$ cat src/include/lsu_macros.svh
// load/store stage sizing: data width, register index width, memory depth
`ifndef LSU_MACROS_SVH
`define LSU_MACROS_SVH

// data and address width
`define LSU_XLEN 32

// register index width
`define LSU_REG_W 5

// data memory depth in 32-bit words
// address wraps modulo memory size
`define LSU_MEM_WORDS 256

`endif

$ cat src/design/lsu_pkg.sv
// lsu_pkg: opcode and state encodings plus the latched request of the load/store stage
`include "lsu_macros.svh"

package lsu_pkg;

    // memory opcodes, OP_NONE passes the alu result through
    typedef enum logic [3:0] {
        OP_NONE = 4'd0,
        OP_LB   = 4'd1,
        OP_LH   = 4'd2,
        OP_LW   = 4'd3,
        OP_LBU  = 4'd4,
        OP_LHU  = 4'd5,
        OP_SB   = 4'd6,
        OP_SH   = 4'd7,
        OP_SW   = 4'd8
    } lsu_op_e;

    // controller states
    typedef enum logic [1:0] {
        ST_IDLE   = 2'd0,
        ST_ACCESS = 2'd1,
        ST_RESP   = 2'd2
    } lsu_state_e;

    // request held from strobe until the result cycle
    typedef struct packed {
        lsu_op_e                op;
        logic [`LSU_XLEN-1:0]   addr;
        logic [`LSU_XLEN-1:0]   wdata;
        logic                   wen;
        logic [`LSU_REG_W-1:0]  rd;
        logic [`LSU_XLEN-1:0]   csr_wdata;
    } lsu_req_t;

endpackage

$ cat src/design/lsu_mem_if.sv
// lsu_mem_if: data memory port shared by controller, aligner and memory
`include "lsu_macros.svh"

interface lsu_mem_if;

    // access strobe and direction, from the controller
    logic                       en;
    logic                       we;
    logic [`LSU_XLEN-1:0]       addr;
    // byte lanes and write data, from the aligner
    logic [`LSU_XLEN/8-1:0]     wmask;
    logic [`LSU_XLEN-1:0]       wdata;
    // registered read word
    logic [`LSU_XLEN-1:0]       rdata;

    modport ctrl_mp (output en, output we, output addr);

    modport align_mp (output wmask, output wdata, input rdata);

    modport mem_mp (
        input  en, input we, input addr,
        input  wmask, input wdata,
        output rdata
    );

endinterface

$ cat src/design/lsu_ctrl.sv
// lsu_ctrl: FSM that latches a request, runs the memory access and raises the result strobe
`include "lsu_macros.svh"

module lsu_ctrl (
    input  logic                    clk,
    input  logic                    rst,
    input  logic                    op_valid_i,
    input  lsu_pkg::lsu_op_e        op_i,
    input  logic [`LSU_XLEN-1:0]    addr_i,
    input  logic [`LSU_XLEN-1:0]    wdata_i,
    input  logic                    wen_i,
    input  logic [`LSU_REG_W-1:0]   rd_i,
    input  logic [`LSU_XLEN-1:0]    csr_wdata_i,
    input  logic                    misaligned_i,
    lsu_mem_if.ctrl_mp              mem,
    output lsu_pkg::lsu_req_t       req_o,
    output logic                    busy_o,
    output logic                    result_valid_o
);
    import lsu_pkg::*;

    lsu_state_e state_q;
    lsu_state_e state_d;
    lsu_req_t   req_q;
    logic       accept;
    logic       is_mem;
    logic       is_store;

    // only the access cycle blocks a new strobe
    assign busy_o         = (state_q == ST_ACCESS);
    assign accept         = op_valid_i && !busy_o;
    assign result_valid_o = (state_q == ST_RESP);

    assign is_mem   = (req_q.op != OP_NONE);
    assign is_store = (req_q.op inside {OP_SB, OP_SH, OP_SW});

    always_comb begin
        state_d = state_q;
        case (state_q)
            ST_IDLE:   state_d = accept ? ST_ACCESS : ST_IDLE;
            ST_ACCESS: state_d = ST_RESP;
            // result cycle doubles as an issue slot
            ST_RESP:   state_d = accept ? ST_ACCESS : ST_IDLE;
            default:   state_d = ST_IDLE;
        endcase
    end

    always_ff @(posedge clk) begin
        if (rst) begin
            state_q <= ST_IDLE;
        end else begin
            state_q <= state_d;
        end
    end

    // request payload, held through ST_RESP
    always_ff @(posedge clk) begin
        if (accept) begin
            req_q.op        <= op_i;
            req_q.addr      <= addr_i;
            req_q.wdata     <= wdata_i;
            req_q.wen       <= wen_i;
            req_q.rd        <= rd_i;
            req_q.csr_wdata <= csr_wdata_i;
        end
    end

    // misaligned requests never reach memory
    assign mem.en   = (state_q == ST_ACCESS) && is_mem && !misaligned_i;
    assign mem.we   = mem.en && is_store;
    assign mem.addr = req_q.addr;

    assign req_o = req_q;

    a_no_strobe_busy: assert property (@(posedge clk) disable iff (rst)
        busy_o |-> !op_valid_i)
        else $error("lsu_ctrl: strobe while busy is ignored");

    // an access always follows its strobe by one cycle
    a_en_in_access: assert property (@(posedge clk) disable iff (rst)
        mem.en |-> $past(op_valid_i && !busy_o))
        else $error("lsu_ctrl: memory enable outside ST_ACCESS");

endmodule

$ cat src/flat_wrapper.sv
// flat-port wrapper written by rule: the top's interface ports become plain ports
module lsu_ctrl_flat import lsu_pkg::*;
  (clk, rst, op_valid_i, op_i, addr_i, wdata_i, wen_i, rd_i, csr_wdata_i, misaligned_i, req_o, busy_o, result_valid_o, mem_en, mem_we, mem_addr);
  lsu_mem_if mem_i ();
  input  logic clk;
  input  logic rst;
  input  logic op_valid_i;
  input  lsu_pkg::lsu_op_e op_i;
  input  logic [`LSU_XLEN-1:0] addr_i;
  input  logic [`LSU_XLEN-1:0] wdata_i;
  input  logic wen_i;
  input  logic [`LSU_REG_W-1:0] rd_i;
  input  logic [`LSU_XLEN-1:0] csr_wdata_i;
  input  logic misaligned_i;
  output lsu_pkg::lsu_req_t req_o;
  output logic busy_o;
  output logic result_valid_o;
  output wire logic [$bits(mem_i.en)-1:0] mem_en;
  output wire logic [$bits(mem_i.we)-1:0] mem_we;
  output wire logic [$bits(mem_i.addr)-1:0] mem_addr;
  assign mem_en = mem_i.en;
  assign mem_we = mem_i.we;
  assign mem_addr = mem_i.addr;
  lsu_ctrl u_core (.clk(clk), .rst(rst), .op_valid_i(op_valid_i), .op_i(op_i), .addr_i(addr_i), .wdata_i(wdata_i), .wen_i(wen_i), .rd_i(rd_i), .csr_wdata_i(csr_wdata_i), .misaligned_i(misaligned_i), .mem(mem_i), .req_o(req_o), .busy_o(busy_o), .result_valid_o(result_valid_o));
endmodule
$ cat config.mk
export PLATFORM = sky130hd
export DESIGN_NAME = lsu_ctrl_flat
export DESIGN_NICKNAME = d
export VERILOG_FILES = /design/src/design/lsu_pkg.sv /design/src/design/lsu_mem_if.sv /design/src/design/lsu_ctrl.sv /design/src/flat_wrapper.sv
export VERILOG_INCLUDE_DIRS = /design/src /design/src/include
export SDC_FILE = /design/constraint.sdc
export NUM_CORES = 1
export LEC_CHECK = 0
export ABC_AREA = 0
export BUFFER_PORTS_ARGS = -buffer_cell sky130_fd_sc_hd__buf_2
export CORE_AREA = 2 2 98 100
export CTS_BUF_LIST = sky130_fd_sc_hd__clkbuf_4
export DETAILED_ROUTE_END_ITERATION = 10
export DIE_AREA = 0 0 100 102
export GPL_TIMING_DRIVEN = 0
export MAX_ROUTING_LAYER = met4
export PLACE_DENSITY = 0.77
export SLEW_MARGIN = 20
export SYNTH_ARGS = -nofsm -noshare
export SYNTH_HDL_FRONTEND = slang
export SYNTH_SLANG_ARGS = --single-unit
$ cat constraint.sdc
create_clock -name clk -period 6 [get_ports clk]
set_clock_uncertainty 0.15 [all_clocks]
set_input_delay 0.9 -clock clk [delete_from_list [all_inputs] [get_ports clk]]
set_output_delay 0.9 -clock clk [all_outputs]
set_load 0.005 [all_outputs]
==> impl_metrics.py <==
metrics = {
    "worst_setup_path": {
        "worst_ep_required_time_ps": 4950,
        "start_kind": "flip-flop",
        "endpoint_kind": "primary output",
        "path_class": "reg2out",
        "cp.arrival_ps": 1780,
        "reg2reg_from": "u_core.state_q[1]",
        "critPathSlowestCell": "or4b_1",
        "crit_chain": "or4b_1 > a211oi_2 > buf_2",
        "critPathMaxFanout": 4,
        "r2r_setup_slack_ps": 3980,
        "r2r_cells": 3,
        "r2r-end": "u_core.req_o[62]",
        "slowest_delay_ps": 540,
    },
    "clocking": {
        "cts-root-buf": "clkbuf_4",
        "cts_tree": "built",
        "clkTransAtPathRegs_ps": 150,
        "htreeDepth": 3,
        "cts_sinks": 108,
        "cts_max_path_buffers": 2,
        "hold_buffers": 0,
        "post_cts_buffers": 0,
        "insertion_delay_ps": 430,
        "numCtsBuffers": 9,
        "cts_resized": 0,
    },
    "placed_design": {
        "routabilityCongestion": 0.713,
        "dp.cells": 514,
        "hpwlAfterDp_um": 6060,
        "placed_area_um2": 4960,
        "dp_slack_ps": 3570,
        "io_buffers": 251,
    },
    "logic_synthesis": {
        "yosysUniqueCellTypes": 14,
        "ys_ff_latch": 108,
        "syn_area_um2": 3540,
        "ys_warn_count": 0,
        "syn-num-nets": 261,
        "netlist_instances": 151,
        "syn_avg_cell_area_um2": 23.4,
        "ys_seq_area_share_pct": 91.1,
    },
    "floorplan": {
        "initial_core_util_pct": 38.8,
        "die_h_um": 102,
        "dieArea_um2": 10200,
        "row_count": 35,
        "io_pins": 252,
        "core_um2": 9110,
        "die_w_um": 100,
    },
    "detailed_routing": {
        "drt_iter0_markers": 40,
        "drc": 0,
        "dr_wl_met3_um": 824,
        "firstDrtPassIters": 4,
        "wl_met1_um": 2690,
        "dr_wl_met2_um": 4030,
        "wl_per_cell_um": 14.5,
        "vias_per_cell": 4.33,
        "dr.max_layer_used": "met4",
        "ant_nets": 0,
        "wl_um": 7710,
        "vias": 2301,
    },
    "final_layout": {
        "nNetsFinal": 524,
        "multi_input_area_um2": 73.8,
        "fillers": 741,
        "final_cells": 531,
        "synthToLayoutAreaGrowth_pct": 45.0,
        "regArea_um2": 3220,
        "drive_above_1_share_pct": 72.1,
        "final_area_um2": 5130,
    },
    "grt": {
        "grt_start_max_net_pins": 60,
        "grt_pass1_vias": 2208,
        "antenna_found_initial": 1,
        "grt_first_pass_wirelength_um": 10500,
        "grt_usage_pct": 14.5,
        "overflow": 0,
    },
    "power_and_ir_drop": {
        "total_power_w": 0.00143,
        "ir_drop_uv": 188,
        "power_density_nw_per_um2": 279,
        "power_leakage_nw": 2.31,
    },
    "sta": {
        "hold_viol": 0,
        "grt_setup_unrepaired": "false",
        "fin_crit_sh_pct": 47.2,
        "maxSlewViolCount": 0,
        "relSlewSlack_pct": 56.6,
        "period_needed_ps": 2830,
        "tightest_slew_ps": 651,
        "fmax_mhz": 353,
        "final.setup.tns_ps": 0,
        "setup_viol": 0,
        "fin_ws_ps": 3170,
    },
    "min_path": {
        "min_path_cells": 1,
        "worst_hold_path_type": "reg2reg",
        "hp-start": "u_core.state_q[0]",
        "hold_path_end": "u_core.state_q[0]",
    },
    "outcome": {
        "outcome": "finished clean",
    },
    "job": {
        "maxCapViolCount": 0,
    },
}
[layout by cell type, fill, tap and decap left out, drive strengths merged]
cell	instances
nor2	1
edfxtp	106
nor2b	1
or4b	1
buf	284
nor4	1
nand2b	1
bufinv	2
diode	1
nand3b	1
inv	1
dfxtp	2
and2	1
nor3	1
clkinvlp	2
clkbuf	12
a211oi	1
nor3b	1
[state kept, by name (all words and copies together), names as in the netlist]
signal and count:
u_core.mem.addr 32, u_core.req_o 74, u_core.state_q 2
[Yosys cell counts]
cell type | count | area share (%)
edfxtp_1 | 106 | 90
buf_4 | 32 | 6.8
dfxtp_1 | 2 | 1.1
a211oi_2 | 1 | 0.35
and2_1 | 1 | 0.18
inv_1 | 1 | 0.11
nand2b_1 | 1 | 0.18
nand3b_1 | 1 | 0.21
nor2_1 | 1 | 0.11
nor2b_1 | 1 | 0.18
nor3_1 | 1 | 0.14
nor3b_1 | 1 | 0.21
nor4_1 | 1 | 0.18
or4b_1 | 1 | 0.28
[stage by stage]
step / utilization (%) / hold slack, ps
floorplan: - / 268
global placement: 54.2 / 281
detailed placement: 54.5 / 294
CTS: 56.3 / 315
global route: 56.3 / 334
finish: 56.3 / 310
[final cells by class]
| type | count | share of cell area, % |
|---|---|---|
| well taps | 111 | 2.71 |
| inverters | 1 | 0.0732 |
| diodes | 1 | 0.0488 |
| flip-flops and latches | 108 | 62.8 |
| multi-input cells | 10 | 1.44 |
| plain buffers | 32 | 4.68 |
| repair buffers | 252 | 25.0 |
| clock buffers | 12 | 1.76 |
| clock inverters | 4 | 1.46 |
[critical path, delay by kind of cell (launching register included)]
kind	cells	cell delay [ps]
flops	1	450
simple gates	1	540
buf+inv	1	150
compound gates	1	210
[kinds of logic after synthesis]
family / after synthesis / share of synthesized area, %
and+or+nand+nor: 9 / 1.66
DFF: 108 / 91.1
buffers and inverters: 33 / 6.90
AOI/OAI and AO/OA: 1 / 0.354
[report_power, final]
| group | switching (W) | total (W) | internal [W] |
|---|---|---|---|
| Clock | 0.000216 | 0.000400 | 0.000184 |
| Combinational | 0.0000599 | 0.000136 | 0.0000761 |
| Sequential | 0.0000140 | 0.000895 | 0.000881 |
[per-layer routing]
layer	vias up	track usage [%]
met5	-	-
met4	0	6.74
met3	14	5.06
met2	155	25.3
met1	1063	14.6
li1	1069	-
[how the worst max path moves through the flow]
stage | from | to | slack (ps) | cells past startpoint
after detailed placement | op_valid_i | u_core.req_o[39] | 3570 | 3
after global routing | u_core.req_o[103] | mem_we | 3060 | 3
after floorplan | op_valid_i | u_core.mem.addr[0] | 2030 | 1
after CTS | u_core.req_o[103] | mem_we | 3110 | 3
after global placement | op_valid_i | u_core.req_o[66] | 1160 | 2
final | u_core.req_o[103] | mem_we | 3170 | 3
Note: power is estimated with default switching activity, not from simulation.
