**src/include/lsu_macros.svh**
```systemverilog
// load/store stage sizing: data width, register index width, memory depth
`ifndef LSU_MACROS_SVH
`define LSU_MACROS_SVH

// data and address width
`define LSU_XLEN 32

// register index width
`define LSU_REG_W 5

// data memory depth in 32-bit words
// address wraps modulo memory size
`define LSU_MEM_WORDS 256

`endif

```
**src/design/lsu_pkg.sv**
```systemverilog
// lsu_pkg: opcode and state encodings plus the latched request of the load/store stage
`include "lsu_macros.svh"

package lsu_pkg;

    // memory opcodes, OP_NONE passes the alu result through
    typedef enum logic [3:0] {
        OP_NONE = 4'd0,
        OP_LB   = 4'd1,
        OP_LH   = 4'd2,
        OP_LW   = 4'd3,
        OP_LBU  = 4'd4,
        OP_LHU  = 4'd5,
        OP_SB   = 4'd6,
        OP_SH   = 4'd7,
        OP_SW   = 4'd8
    } lsu_op_e;

    // controller states
    typedef enum logic [1:0] {
        ST_IDLE   = 2'd0,
        ST_ACCESS = 2'd1,
        ST_RESP   = 2'd2
    } lsu_state_e;

    // request held from strobe until the result cycle
    typedef struct packed {
        lsu_op_e                op;
        logic [`LSU_XLEN-1:0]   addr;
        logic [`LSU_XLEN-1:0]   wdata;
        logic                   wen;
        logic [`LSU_REG_W-1:0]  rd;
        logic [`LSU_XLEN-1:0]   csr_wdata;
    } lsu_req_t;

endpackage

```
**src/design/lsu_mem_if.sv**
```systemverilog
// lsu_mem_if: data memory port shared by controller, aligner and memory
`include "lsu_macros.svh"

interface lsu_mem_if;

    // access strobe and direction, from the controller
    logic                       en;
    logic                       we;
    logic [`LSU_XLEN-1:0]       addr;
    // byte lanes and write data, from the aligner
    logic [`LSU_XLEN/8-1:0]     wmask;
    logic [`LSU_XLEN-1:0]       wdata;
    // registered read word
    logic [`LSU_XLEN-1:0]       rdata;

    modport ctrl_mp (output en, output we, output addr);

    modport align_mp (output wmask, output wdata, input rdata);

    modport mem_mp (
        input  en, input we, input addr,
        input  wmask, input wdata,
        output rdata
    );

endinterface

```
**src/design/lsu_align.sv**
```systemverilog
// lsu_align: store lane placement, load extraction and extension, misalignment check
`include "lsu_macros.svh"

module lsu_align (
    input  lsu_pkg::lsu_req_t       req_i,
    lsu_mem_if.align_mp             mem,
    output logic                    misaligned_o,
    output logic [`LSU_XLEN-1:0]    result_o,
    output logic                    wen_o
);
    import lsu_pkg::*;

    logic [1:0]                 byte_off;
    logic                       is_half;
    logic                       is_word;
    logic                       is_store;
    logic [7:0]                 rd_byte;
    logic [15:0]                rd_half;
    logic                       mask_ok;

    assign byte_off = req_i.addr[1:0];
    assign is_half  = (req_i.op inside {OP_LH, OP_LHU, OP_SH});
    assign is_word  = (req_i.op inside {OP_LW, OP_SW});
    assign is_store = (req_i.op inside {OP_SB, OP_SH, OP_SW});

    // halfword needs bit 0 clear, word needs both clear
    assign misaligned_o = (is_half && byte_off[0]) || (is_word && (byte_off != 2'b00));

    // store lanes and replicated data
    always_comb begin
        mem.wmask = 4'b0000;
        mem.wdata = req_i.wdata;
        case (req_i.op)
            OP_SB: begin
                mem.wmask = 4'b0001 << byte_off;
                mem.wdata = {4{req_i.wdata[7:0]}};
            end
            OP_SH: begin
                mem.wmask = byte_off[1] ? 4'b1100 : 4'b0011;
                mem.wdata = {2{req_i.wdata[15:0]}};
            end
            OP_SW: begin
                mem.wmask = 4'b1111;
            end
            default: begin
                mem.wmask = 4'b0000;
            end
        endcase
    end

    // addressed lanes of the read word
    assign rd_byte = mem.rdata[8*byte_off +: 8];
    assign rd_half = mem.rdata[16*byte_off[1] +: 16];

    always_comb begin
        case (req_i.op)
            OP_LB:   result_o = {{(`LSU_XLEN-8){rd_byte[7]}}, rd_byte};
            OP_LBU:  result_o = {{(`LSU_XLEN-8){1'b0}}, rd_byte};
            OP_LH:   result_o = {{(`LSU_XLEN-16){rd_half[15]}}, rd_half};
            OP_LHU:  result_o = {{(`LSU_XLEN-16){1'b0}}, rd_half};
            OP_LW:   result_o = mem.rdata;
            // alu result straight through
            OP_NONE: result_o = req_i.addr;
            default: result_o = '0;
        endcase
        if (misaligned_o) begin
            result_o = '0;
        end
    end

    // no register write for stores or faulting accesses
    assign wen_o = req_i.wen && !is_store && !misaligned_o;

    always_comb begin
        case (req_i.op)
            OP_SB:   mask_ok = $onehot(mem.wmask);
            OP_SH:   mask_ok = (mem.wmask inside {4'b0011, 4'b1100});
            OP_SW:   mask_ok = (mem.wmask == 4'b1111);
            default: mask_ok = (mem.wmask == 4'b0000);
        endcase
        a_mask_legal: assert final (mask_ok)
            else $error("lsu_align: illegal store mask %b", mem.wmask);
    end

endmodule

```
**src/flat_wrapper.sv**
```systemverilog
// flat-port wrapper written by rule: the top's interface ports become plain ports
module lsu_align_flat import lsu_pkg::*;
  (req_i, misaligned_o, result_o, wen_o, mem_wmask, mem_wdata, mem_rdata);
  lsu_mem_if mem_i ();
  input  lsu_pkg::lsu_req_t req_i;
  output logic misaligned_o;
  output logic [`LSU_XLEN-1:0] result_o;
  output logic wen_o;
  output wire logic [$bits(mem_i.wmask)-1:0] mem_wmask;
  output wire logic [$bits(mem_i.wdata)-1:0] mem_wdata;
  input wire logic [$bits(mem_i.rdata)-1:0] mem_rdata;
  assign mem_wmask = mem_i.wmask;
  assign mem_wdata = mem_i.wdata;
  assign mem_i.rdata = mem_rdata;
  lsu_align u_core (.req_i(req_i), .mem(mem_i), .misaligned_o(misaligned_o), .result_o(result_o), .wen_o(wen_o));
endmodule
```
**config.mk**
```make
export PLATFORM = sky130hd
export DESIGN_NAME = lsu_align_flat
export DESIGN_NICKNAME = d
export VERILOG_FILES = /design/src/design/lsu_pkg.sv /design/src/design/lsu_mem_if.sv /design/src/design/lsu_align.sv /design/src/flat_wrapper.sv
export VERILOG_INCLUDE_DIRS = /design/src /design/src/include
export SDC_FILE = /design/constraint.sdc
export NUM_CORES = 1
export LEC_CHECK = 0
export ABC_AREA = 1
export BUFFER_PORTS_ARGS = -buffer_cell sky130_fd_sc_hd__buf_2
export CAP_MARGIN = 20
export CORE_MARGIN = 4
export CORE_UTILIZATION = 39
export DETAILED_ROUTE_END_ITERATION = 7
export PLACE_DENSITY = 0.94
export SYNTH_ARGS = -nofsm -noshare
export SYNTH_HDL_FRONTEND = slang
export SYNTH_SLANG_ARGS = --single-unit
```
**constraint.sdc**
```tcl
create_clock -name vclk -period 1.24
set_clock_uncertainty 0.2 [all_clocks]
set_input_delay 0 -clock vclk [all_inputs]
set_output_delay 0 -clock vclk [all_outputs]
set_load 0.01 [all_outputs]
```
==> reports/qor.txt, run 1 <==
Outcome - finished, violations left
Violated checks - negative setup slack
Seq/Total Area, Yosys - 0%
Pwr/cell area - 354.9 nW/um2
Class of the most critical setup path - in -> out
Ports - 208
FF+latch count - 0
Hold Path Sink - mem_wdata[3]
Static Leak - 2.302 nW
Final WL - 10920 um
CLK BUF - 0
Post-route ant nets - 0
Netlist cell types - 20
Initial Util - 40.15%
Die ar. - 6898 um2
First-pass iteration count of the detailed router - 5
Fin. max-slew vios - 0
Hold Crit Start - req_i[41]
Critical-path maximum fanout - 8
Syn nets - 645
Ranking of synthesized cells by area - nand2_1, nand3_1, nor2_1
Peak VDD IR - 0.0001625 V
Remaining global-route overflow - 0
WHS Path Cells - 2
Die width - 83.06 um
Yosys top cell by area - nand2_1
Final period util - 115.3%
Slowest CP cell - nor2_4
Crit. End Element - output port
Synthesis warning total - 0
Minimum setup slack after placement - -225.8 ps
CP required - 1040 ps
Sum Neg Setup Slack - -3032 ps
Synth Instances - 507
GPL Wtd Cong - 0.9305
Vias in the first global route - 3696
FF+latch area - 0 um2
Tmin final - 1430 ps
Iter 0 DRT Violations - 438
First-pass GRT wire length - 16370 um
Final Worst Setup Slack - -190.1 ps
Crit-path most repeated cell - buf_6
Placeable Area - 5473 um2
Initial antenna violation count - 0
Layout cells sized above 1 - 39.21%
Total GRT Usage - 27.36%
Crit path arrival time - 1230 ps
Setup violators final - 46
Via count - 4068
Mean Syn Cell Area - 4.334 um2
Hpwl dp - 7547 um
Worst-path cell chain - buf_6 -> nor2_4 -> nand2_2 -> buf_6 -> nor2_4 -> buf_6 -> nor2_2 -> nand2_1 -> inv_1 -> nor2_1 -> buf_2
Vias per cell - 5.402
CP Launch Type - input pin
Count of input and output buffers - 171
Class of the worst hold path - in -> out
Final nets - 821
N_diodes - 0
Post-Synthesis Cell Area - 2197 um2
Pin count of the biggest net entering global routing - 25
Die height - 83.06 um
Worst-margin pin slew - 427.7 ps
Maximum Capacitance Violations - 0
DRC viols - 0
Tot Pwr - 1.294 mW
Area Growth Syn to Fin - 66.00%
Worst path max stage delay - 160 ps
Fmax - 699.2 MHz
Synth top area share - 33.31%
Slew HR - 71.45%
Avg WL per Cell - 14.50 um
Num rows - 27
RSZ-0062 raised after global routing - yes
Final hold vios - 0
[through the flow]
step           instance area, um2  instances  hold WS (ps)  utilization, %
6_report                     3647        753         17.96           66.64
5_1_grt                      3647        753         27.37           66.64
4_1_cts                      3497        752         18.04           63.90
3_5_place_dp                 3242        743         17.70           59.24
3_3_place_gp                 3242        743         16.19           59.24
2_1_floorplan                2197        507        -108.2               -
[how the worst max path moves through the flow]
| stage | cells after the start | start | end |
|---|---|---|---|
| finish | 11 | req_i[104] | result_o[17] |
| global route | 11 | req_i[104] | result_o[17] |
| CTS | 12 | req_i[105] | result_o[24] |
| detailed placement | 9 | req_i[105] | result_o[0] |
| global placement | 9 | req_i[105] | result_o[0] |
| floorplan | 10 | req_i[71] | result_o[21] |
[cell families after synthesis]
logic type             share of synthesized area, %
AND/OR/NAND/NOR                               72.38
buffers and inverters                         20.67
AO/OA/AOI/OAI                                 6.947
[placed cells by master (no fill, tap or decap)]
cell	instances
buf_2	164
o21ai_2	1
and2_1	1
buf_16	3
buf_8	1
o31ai_1	3
buf_4	25
inv_6	1
inv_1	50
inv_4	4
buf_12	8
o21ai_0	8
nor2_2	20
nand2_4	2
nand2_2	9
nor2_4	6
clkbuf_16	3
o211ai_1	8
o21ai_4	1
inv_2	5
nand3_1	83
nor2_1	67
nand3_2	6
o21ai_1	4
buf_6	8
nand2_1	190
[power breakdown]
group	switching (mW)	total [mW]	internal, mW
registers	0	0	0
clock network	0	0	0
logic	0.727	1.29	0.568
total	0.727	1.29	0.568
[Yosys cell counts]
library cell and instances:
o21ai_0 11, o21ai_1 3, buf_1 2, nor2_4 1, and2_1 1, clkbuf_1 3
nor2_2 3, clkinv_1 1, nor2_1 89, inv_2 4, o31ai_1 3, buf_6 2
buf_2 18, buf_4 13, nand2_2 5, o211ai_1 8, nand3_1 89, nand2_1 195
inv_1 55, nand2_4 1
[timing repair]
item                                    CTS  global route
gates cloned                              4             3
endpoints found under the hold margin     0             0
hold buffers                              0             0
pin swaps                                 6            11
endpoints found under the setup margin   58            61
gates resized for setup                  43            38
buffers inserted                          5             0
[routing by layer]
metal	global-route usage, %	vias up	share of wire [%]
met2	50.58	336	48
li1	-	1907	-
met5	0	-	0
met3	5.060	70	11
met4	11.59	0	5.0
met1	30.22	1755	36
[worst max-delay path: cells and delay by family]
family        cells  cell delay [ps]
simple gates      6              630
buf+inv           5              590
[final cells by class]
class / count / area, um2
Fill cell: 484 / 1826
Inverter: 60 / 240.2
Multi-Input combinational cell: 409 / 1886
Tap cell: 72 / 90.09
Timing Repair Buffer: 212 / 1431
Power figures use the tool's default switching activity.
==> run 2, diff against run 1 <==
--- a/config.mk
+++ b/config.mk
@@ -6,13 +6,12 @@
 export SDC_FILE = /design/constraint.sdc
 export NUM_CORES = 1
 export LEC_CHECK = 0
-export ABC_AREA = 1
 export BUFFER_PORTS_ARGS = -buffer_cell sky130_fd_sc_hd__buf_2
 export CAP_MARGIN = 20
-export CORE_MARGIN = 4
-export CORE_UTILIZATION = 39
+export CORE_AREA = 4 4 79 81
 export DETAILED_ROUTE_END_ITERATION = 7
-export PLACE_DENSITY = 0.94
+export DIE_AREA = 0 0 83 85
+export PLACE_DENSITY = 0.87
 export SYNTH_ARGS = -nofsm -noshare
 export SYNTH_HDL_FRONTEND = slang
 export SYNTH_SLANG_ARGS = --single-unit
==> run 2 against run 1 <==
The flow still finishes with violations (negative setup slack). Global-route usage fell by 2.1 points. First-iteration DRC count fell by 69%. Design area rose by 10%. Critical path type unchanged.
==> reports/qor.txt, run 2 <==
Outcome - finished, violations left
Violated checks - negative setup slack
Synth Instances - 226 (-55%)
Post-Synthesis Cell Area - 1809 um2 (-18%)
Layout Utilization - 73.57% (+6.9 points)
Maximum Capacitance Violations - 0 (unchanged)
Die ar. - 7055 um2 (+2.3%)
DRC viols - 0 (unchanged)
Most common cell after layout, fill and taps aside - buf_2
Mean Syn Cell Area - 8.005 um2 (+85%)
Iter 0 DRT Violations - 135 (-69%)
Pwr/cell area - 363.4 nW/um2 (+2.4%)
WHS Path Cells - 2 (unchanged)
Sum Neg Setup Slack - -9440 ps (-6408 ps)
Critical-path maximum fanout - 5 (-3)
Seq/Total Area, Yosys - 0% (unchanged)
RSZ-0062 raised after global routing - yes
Final hold vios - 0 (unchanged)
Post-route cell area - 4026 um2 (+10%)
CLK BUF - 0 (unchanged)
Netlist cell types - 37 (+85%)
Via count - 2939 (-28%)
FF+latch count - 0 (unchanged)
Hold Path Sink - mem_wdata[7]
Final period util - 119.1% (+3.8 points)
Area Growth Syn to Fin - 122.5%
N_diodes - 0 (unchanged)
FF+latch area - 0 um2 (unchanged)
Total GRT Usage - 25.21% (-2.1 points)
Commonest non-fill, non-tap cells in the layout - buf_2, buf_4, buf_6
Slew HR - 79.29% (+7.8 points)
Crit. End Element - output port
Fin. max-slew vios - 0 (unchanged)
Static Leak - 1.942 nW (-16%)
Count of input and output buffers - 171 (unchanged)
First-pass GRT wire length - 15040 um (-8.1%)
Die height - 85 um (+2.3%)
Placeable Area - 5473 um2 (unchanged)
Synth cell count leaders - a22oi_1, mux2_2, a21oi_1
Fmax - 677.2 MHz (-3.2%)
Setup violators final - 60 (+30%)
Class of the worst hold path - in -> out
First-pass iteration count of the detailed router - 4 (-1)
Hpwl dp - 7061 um (-6.4%)
Worst-margin pin slew - 302.1 ps (-125.7 ps)
Tot Pwr - 1.463 mW (+13%)
Number of hold buffers added after cts - 0 (unchanged)
Avg WL per Cell - 20.49 um (+41%)
Hold Crit Start - req_i[45]
CP Launch Type - input pin
Peak VDD IR - 0.0002273 V (+40%)
Pin count of the biggest net entering global routing - 27 (+8.0%)
Crit path arrival time - 1280 ps (+50 ps)
Class of the most critical setup path - in -> out
Vias in the first global route - 3005 (-19%)
Ports - 208 (unchanged)
Remaining global-route overflow - 0 (unchanged)
Final nets - 581 (-29%)
Syn nets - 364 (-44%)
GPL Wtd Cong - 0.9422 (+1.3%)
Placed inst area - 3109 um2 (-4.1%)
Ranking of synthesized cells by area - mux2_2, a22oi_1, mux4_2
Post-route ant nets - 0 (unchanged)
Placed cells - 491 (-34%)
Fin cells - 513 (-32%)
CP required - 1040 ps (about the same)
Num rows - 27 (unchanged)
Most numerous cell in the Yosys netlist - a22oi_1
Vias per cell - 5.729 (+6.0%)
Final Worst Setup Slack - -236.6 ps (-46.53 ps)
Final WL - 10510 um (-3.7%)
Tmin final - 1477 ps (+46.52 ps)
Die width - 83 um (about the same)
Yosys top cell by area - mux2_2
Synth top area share - 19.29% (-14 points)
Initial antenna violation count - 0 (unchanged)
Initial Util - 33.06% (-7.1 points)
Layout cells sized above 1 - 85.94% (+47 points)
Synthesis warning total - 0 (unchanged)
-- run 2: cell count changes after synthesis, sizes merged, moves of 17 or more --
cell   delta
nand2   -181
nand3    -89
nor2     -87
inv      -56
a21oi    +36
a22oi    +32
mux2     +31
a22o     +17
-- run 2: what timing repair did --
item / CTS / global route
gates cloned: 3 / 2
resized for setup: 100 / 65
endpoints found under the setup margin: 62 / 62
buffers inserted: 8 / 12
pin swaps: 18 / 25
-- run 2: how the worst max path moves through the flow --
stage,from,slack [ps],endpoint,cells past startpoint
after floorplan,req_i[71],-110,result_o[20],6
after global placement,req_i[70],-270,result_o[3],6
after detailed placement,req_i[70],-300,result_o[3],6
after CTS,req_i[102],-230,result_o[7],6
after global routing,req_i[71],-310,result_o[12],7
final,req_i[71],-240,result_o[14],7
-- run 2: worst max-delay path, stage by stage --
cell	delay [ps]
buf_8	100
mux4_2	330
nor3b_4	280
nand2_2	140
buf_12	160
a21oi_2	120
buf_2	140
-- run 2: cell families after synthesis --
logic type | Yosys count | synth area share, %
XOR/XNOR | 1 | 0.4842
AND/OR/NAND/NOR | 37 | 11.96
multiplexers | 48 | 34.23
buffers and inverters | 37 | 13.14
AO/OA/AOI/OAI | 103 | 40.18
-- run 2: report_power, final --
group          total (mW)  internal, mW  switching (mW)  leakage (nW)
clock network           0             0               0             0
registers               0             0               0             0
logic                1.46         0.789           0.674          1.94
-- run 2: cell type report --
type                            count  area, um2
Inverter                            3      15.01
Fill cell                         369       1446
Multi-Input combinational cell    190       2031
Timing Repair Buffer              248       1891
Tap cell                           72      90.09
-- run 2: per-stage QoR --
step                      hold WS, ps  setup slack [ps]
after global routing            52.87            -313.4
final                           48.19            -236.6
after CTS                       37.91            -234.9
after global placement          28.08            -270.1
after floorplan                -108.2            -106.8
after detailed placement        31.94            -296.2
-- run 2: metal layers --
layer	track usage [%]	vias up	wire length (um)
li1	-	1312	-
met1	27.72	1386	3727
met2	47.01	211	5287
met3	6.311	30	1115
met4	8.618	0	383
met5	0	-	0
==> run 3, diff against run 2 <==
--- a/config.mk
+++ b/config.mk
@@ -11,7 +11,8 @@
 export CORE_AREA = 4 4 79 81
 export DETAILED_ROUTE_END_ITERATION = 7
 export DIE_AREA = 0 0 83 85
-export PLACE_DENSITY = 0.87
+export PLACE_DENSITY = 0.8
+export SLEW_MARGIN = 25
 export SYNTH_ARGS = -nofsm -noshare
 export SYNTH_HDL_FRONTEND = slang
 export SYNTH_SLANG_ARGS = --single-unit
==> run 3 against run 2 <==
The flow still finishes with violations (negative setup slack). Final cell count shrank 3.9%. Non-clock buffer count shrank 19. Sequential cell count is the same. Design area shrank 11%. Critical path depth grew 2. Maximum frequency shrank 3.3%.
==> reports/qor.txt, run 3 (synthesis gave the netlist of run 2 again) <==
Outcome - finished, violations left
Violated checks - negative setup slack
Most common cell after layout, fill and taps aside - buf_2
Slew HR - 77.45% (-1.8 points)
CP required - 1040 ps (about the same)
Die height - 85 um (unchanged)
Remaining global-route overflow - 0 (unchanged)
Maximum Capacitance Violations - 0 (unchanged)
Critical-path maximum fanout - 12 (+7)
FF+latch count - 0 (unchanged)
Pin count of the biggest net entering global routing - 28 (+3.7%)
Iter 0 DRT Violations - 152 (+13%)
Crit. End Element - output port
Die ar. - 7055 um2 (unchanged)
Hpwl dp - 6635 um (-6.0%)
Final WL - 9016 um (-14%)
Placed inst area - 3042 um2 (-2.2%)
CP top delay family - buffers and inverters
CP Launch Type - input pin
RSZ-0062 raised after global routing - yes
Fill cells - 431 (+17%)
Layout cells sized above 1 - 79.10% (-6.8 points)
Final hold vios - 0 (unchanged)
Peak VDD IR - 0.0002152 V (-5.3%)
Vias in the first global route - 2824 (-6.0%)
Crit-path most repeated cell - buf_4
Fin Hold WS - 36.89 ps (-11.30 ps)
DRC viols - 0 (unchanged)
N_diodes - 0 (unchanged)
Initial Util - 33.06% (unchanged)
Post-route cell area - 3582 um2 (-11%)
Crit path arrival time - 1330 ps (+50 ps)
Number of hold buffers added after cts - 0 (unchanged)
Final period util - 123.2% (+4.1 points)
Ports - 208 (unchanged)
Layout Utilization - 65.46% (-8.1 points)
Worst-margin pin slew - 335.4 ps (+33.28 ps)
Area Growth Syn to Fin - 97.99%
Class of the most critical setup path - in -> out
Fmax - 654.8 MHz (-3.3%)
Vias per cell - 5.639 (-1.6%)
FF+latch area - 0 um2 (unchanged)
Bufs and invs on worst path - 5 (+2)
CLK BUF - 0 (unchanged)
Setup violators final - 60 (unchanged)
First-pass GRT wire length - 13930 um (-7.4%)
Tmin final - 1527 ps (+50.47 ps)
Count of input and output buffers - 171 (unchanged)
Final nets - 561 (-3.4%)
Class of the worst hold path - in -> out
Fin. max-slew vios - 0 (unchanged)
First-pass iteration count of the detailed router - 4 (unchanged)
Pwr/cell area - 357.7 nW/um2 (-1.6%)
Total GRT Usage - 23.20% (-2.0 points)
Commonest non-fill, non-tap cells in the layout - buf_2, buf_4, a21oi_2
Worst-path cell chain - buf_8 -> buf_4 -> mux2i_1 -> nor3b_2 -> buf_4 -> nor2_4 -> buf_12 -> a21oi_1 -> buf_2
Worst path max stage delay - 320 ps (about the same)
Area of the multi-input gates - 1848 um2 (-9.0%)
Die width - 83 um (unchanged)
Static Leak - 1.736 nW (-11%)
Via count - 2780 (-5.4%)
Placeable Area - 5473 um2 (unchanged)
Final Worst Setup Slack - -287.1 ps (-50.47 ps)
Num rows - 27 (unchanged)
GPL Wtd Cong - 0.9598 (+1.9%)
Avg WL per Cell - 18.29 um (-11%)
Post-route ant nets - 0 (unchanged)
Initial antenna violation count - 0 (unchanged)
Slowest CP cell - mux2i_1
## run 3: changes by cell type in the layout (fill, tap and decap cells not counted), sizes merged
cell | previous run | this run
inv | 2 | 3
bufbuf | 0 | 1
buf | 246 | 228
clkinvlp | 1 | 0
nand2 | 21 | 20
clkbuf | 2 | 0
## run 3: power by group
part           total (mW)  switching, mW  internal, mW
clock                   0              0             0
combinational        1.28          0.594         0.688
sequential              0              0             0
## run 3: final cells by class
| class | count | area share, % |
|---|---|---|
| Inverter | 3 | 0.3144 |
| Tap cell | 72 | 2.515 |
| Multi-Input combinational cell | 189 | 51.59 |
| Timing Repair Buffer | 229 | 45.58 |
## run 3: what timing repair did
| action | 4_1_cts | 5_1_grt |
|---|---|---|
| resized for setup | 63 | 34 |
| buffers inserted | 7 | 2 |
| setup endpoints to repair | 61 | 62 |
| pin swaps | 13 | 8 |
| gates cloned | 2 | 0 |
## run 3: final timing paths
path,from,endpoint,slack [ps],depth (start not counted)
worst max-delay path,req_i[71],result_o[16],-290,9
worst min-delay path,req_i[45],mem_wdata[7],40,2
## run 3: stage by stage
| step | total power, mW | std cells | TNS (ps) | worst slack, ps |
|---|---|---|---|---|
| final | 1.282 | 493 | -10860 | -287.1 |
| after detailed placement | 1.051 | 482 | -12070 | -339.7 |
| after global routing | 1.364 | 493 | -13460 | -325.7 |
| after CTS | 1.209 | 491 | -10880 | -236.2 |
| after global placement | 1.028 | 482 | -10380 | -314.9 |
| after floorplan | 0.5823 | 226 | -2435 | -106.8 |
## run 3: metal layers
metal	vias to the layer above	routed length [um]	GRT usage, %	part of all wire (%)
met5	-	0	0	0
met4	0	136	2.823	1.5
met3	14	863	5.437	9.6
met2	184	4821	46.14	53
met1	1308	3194	25.42	35
li1	1274	-	-	-
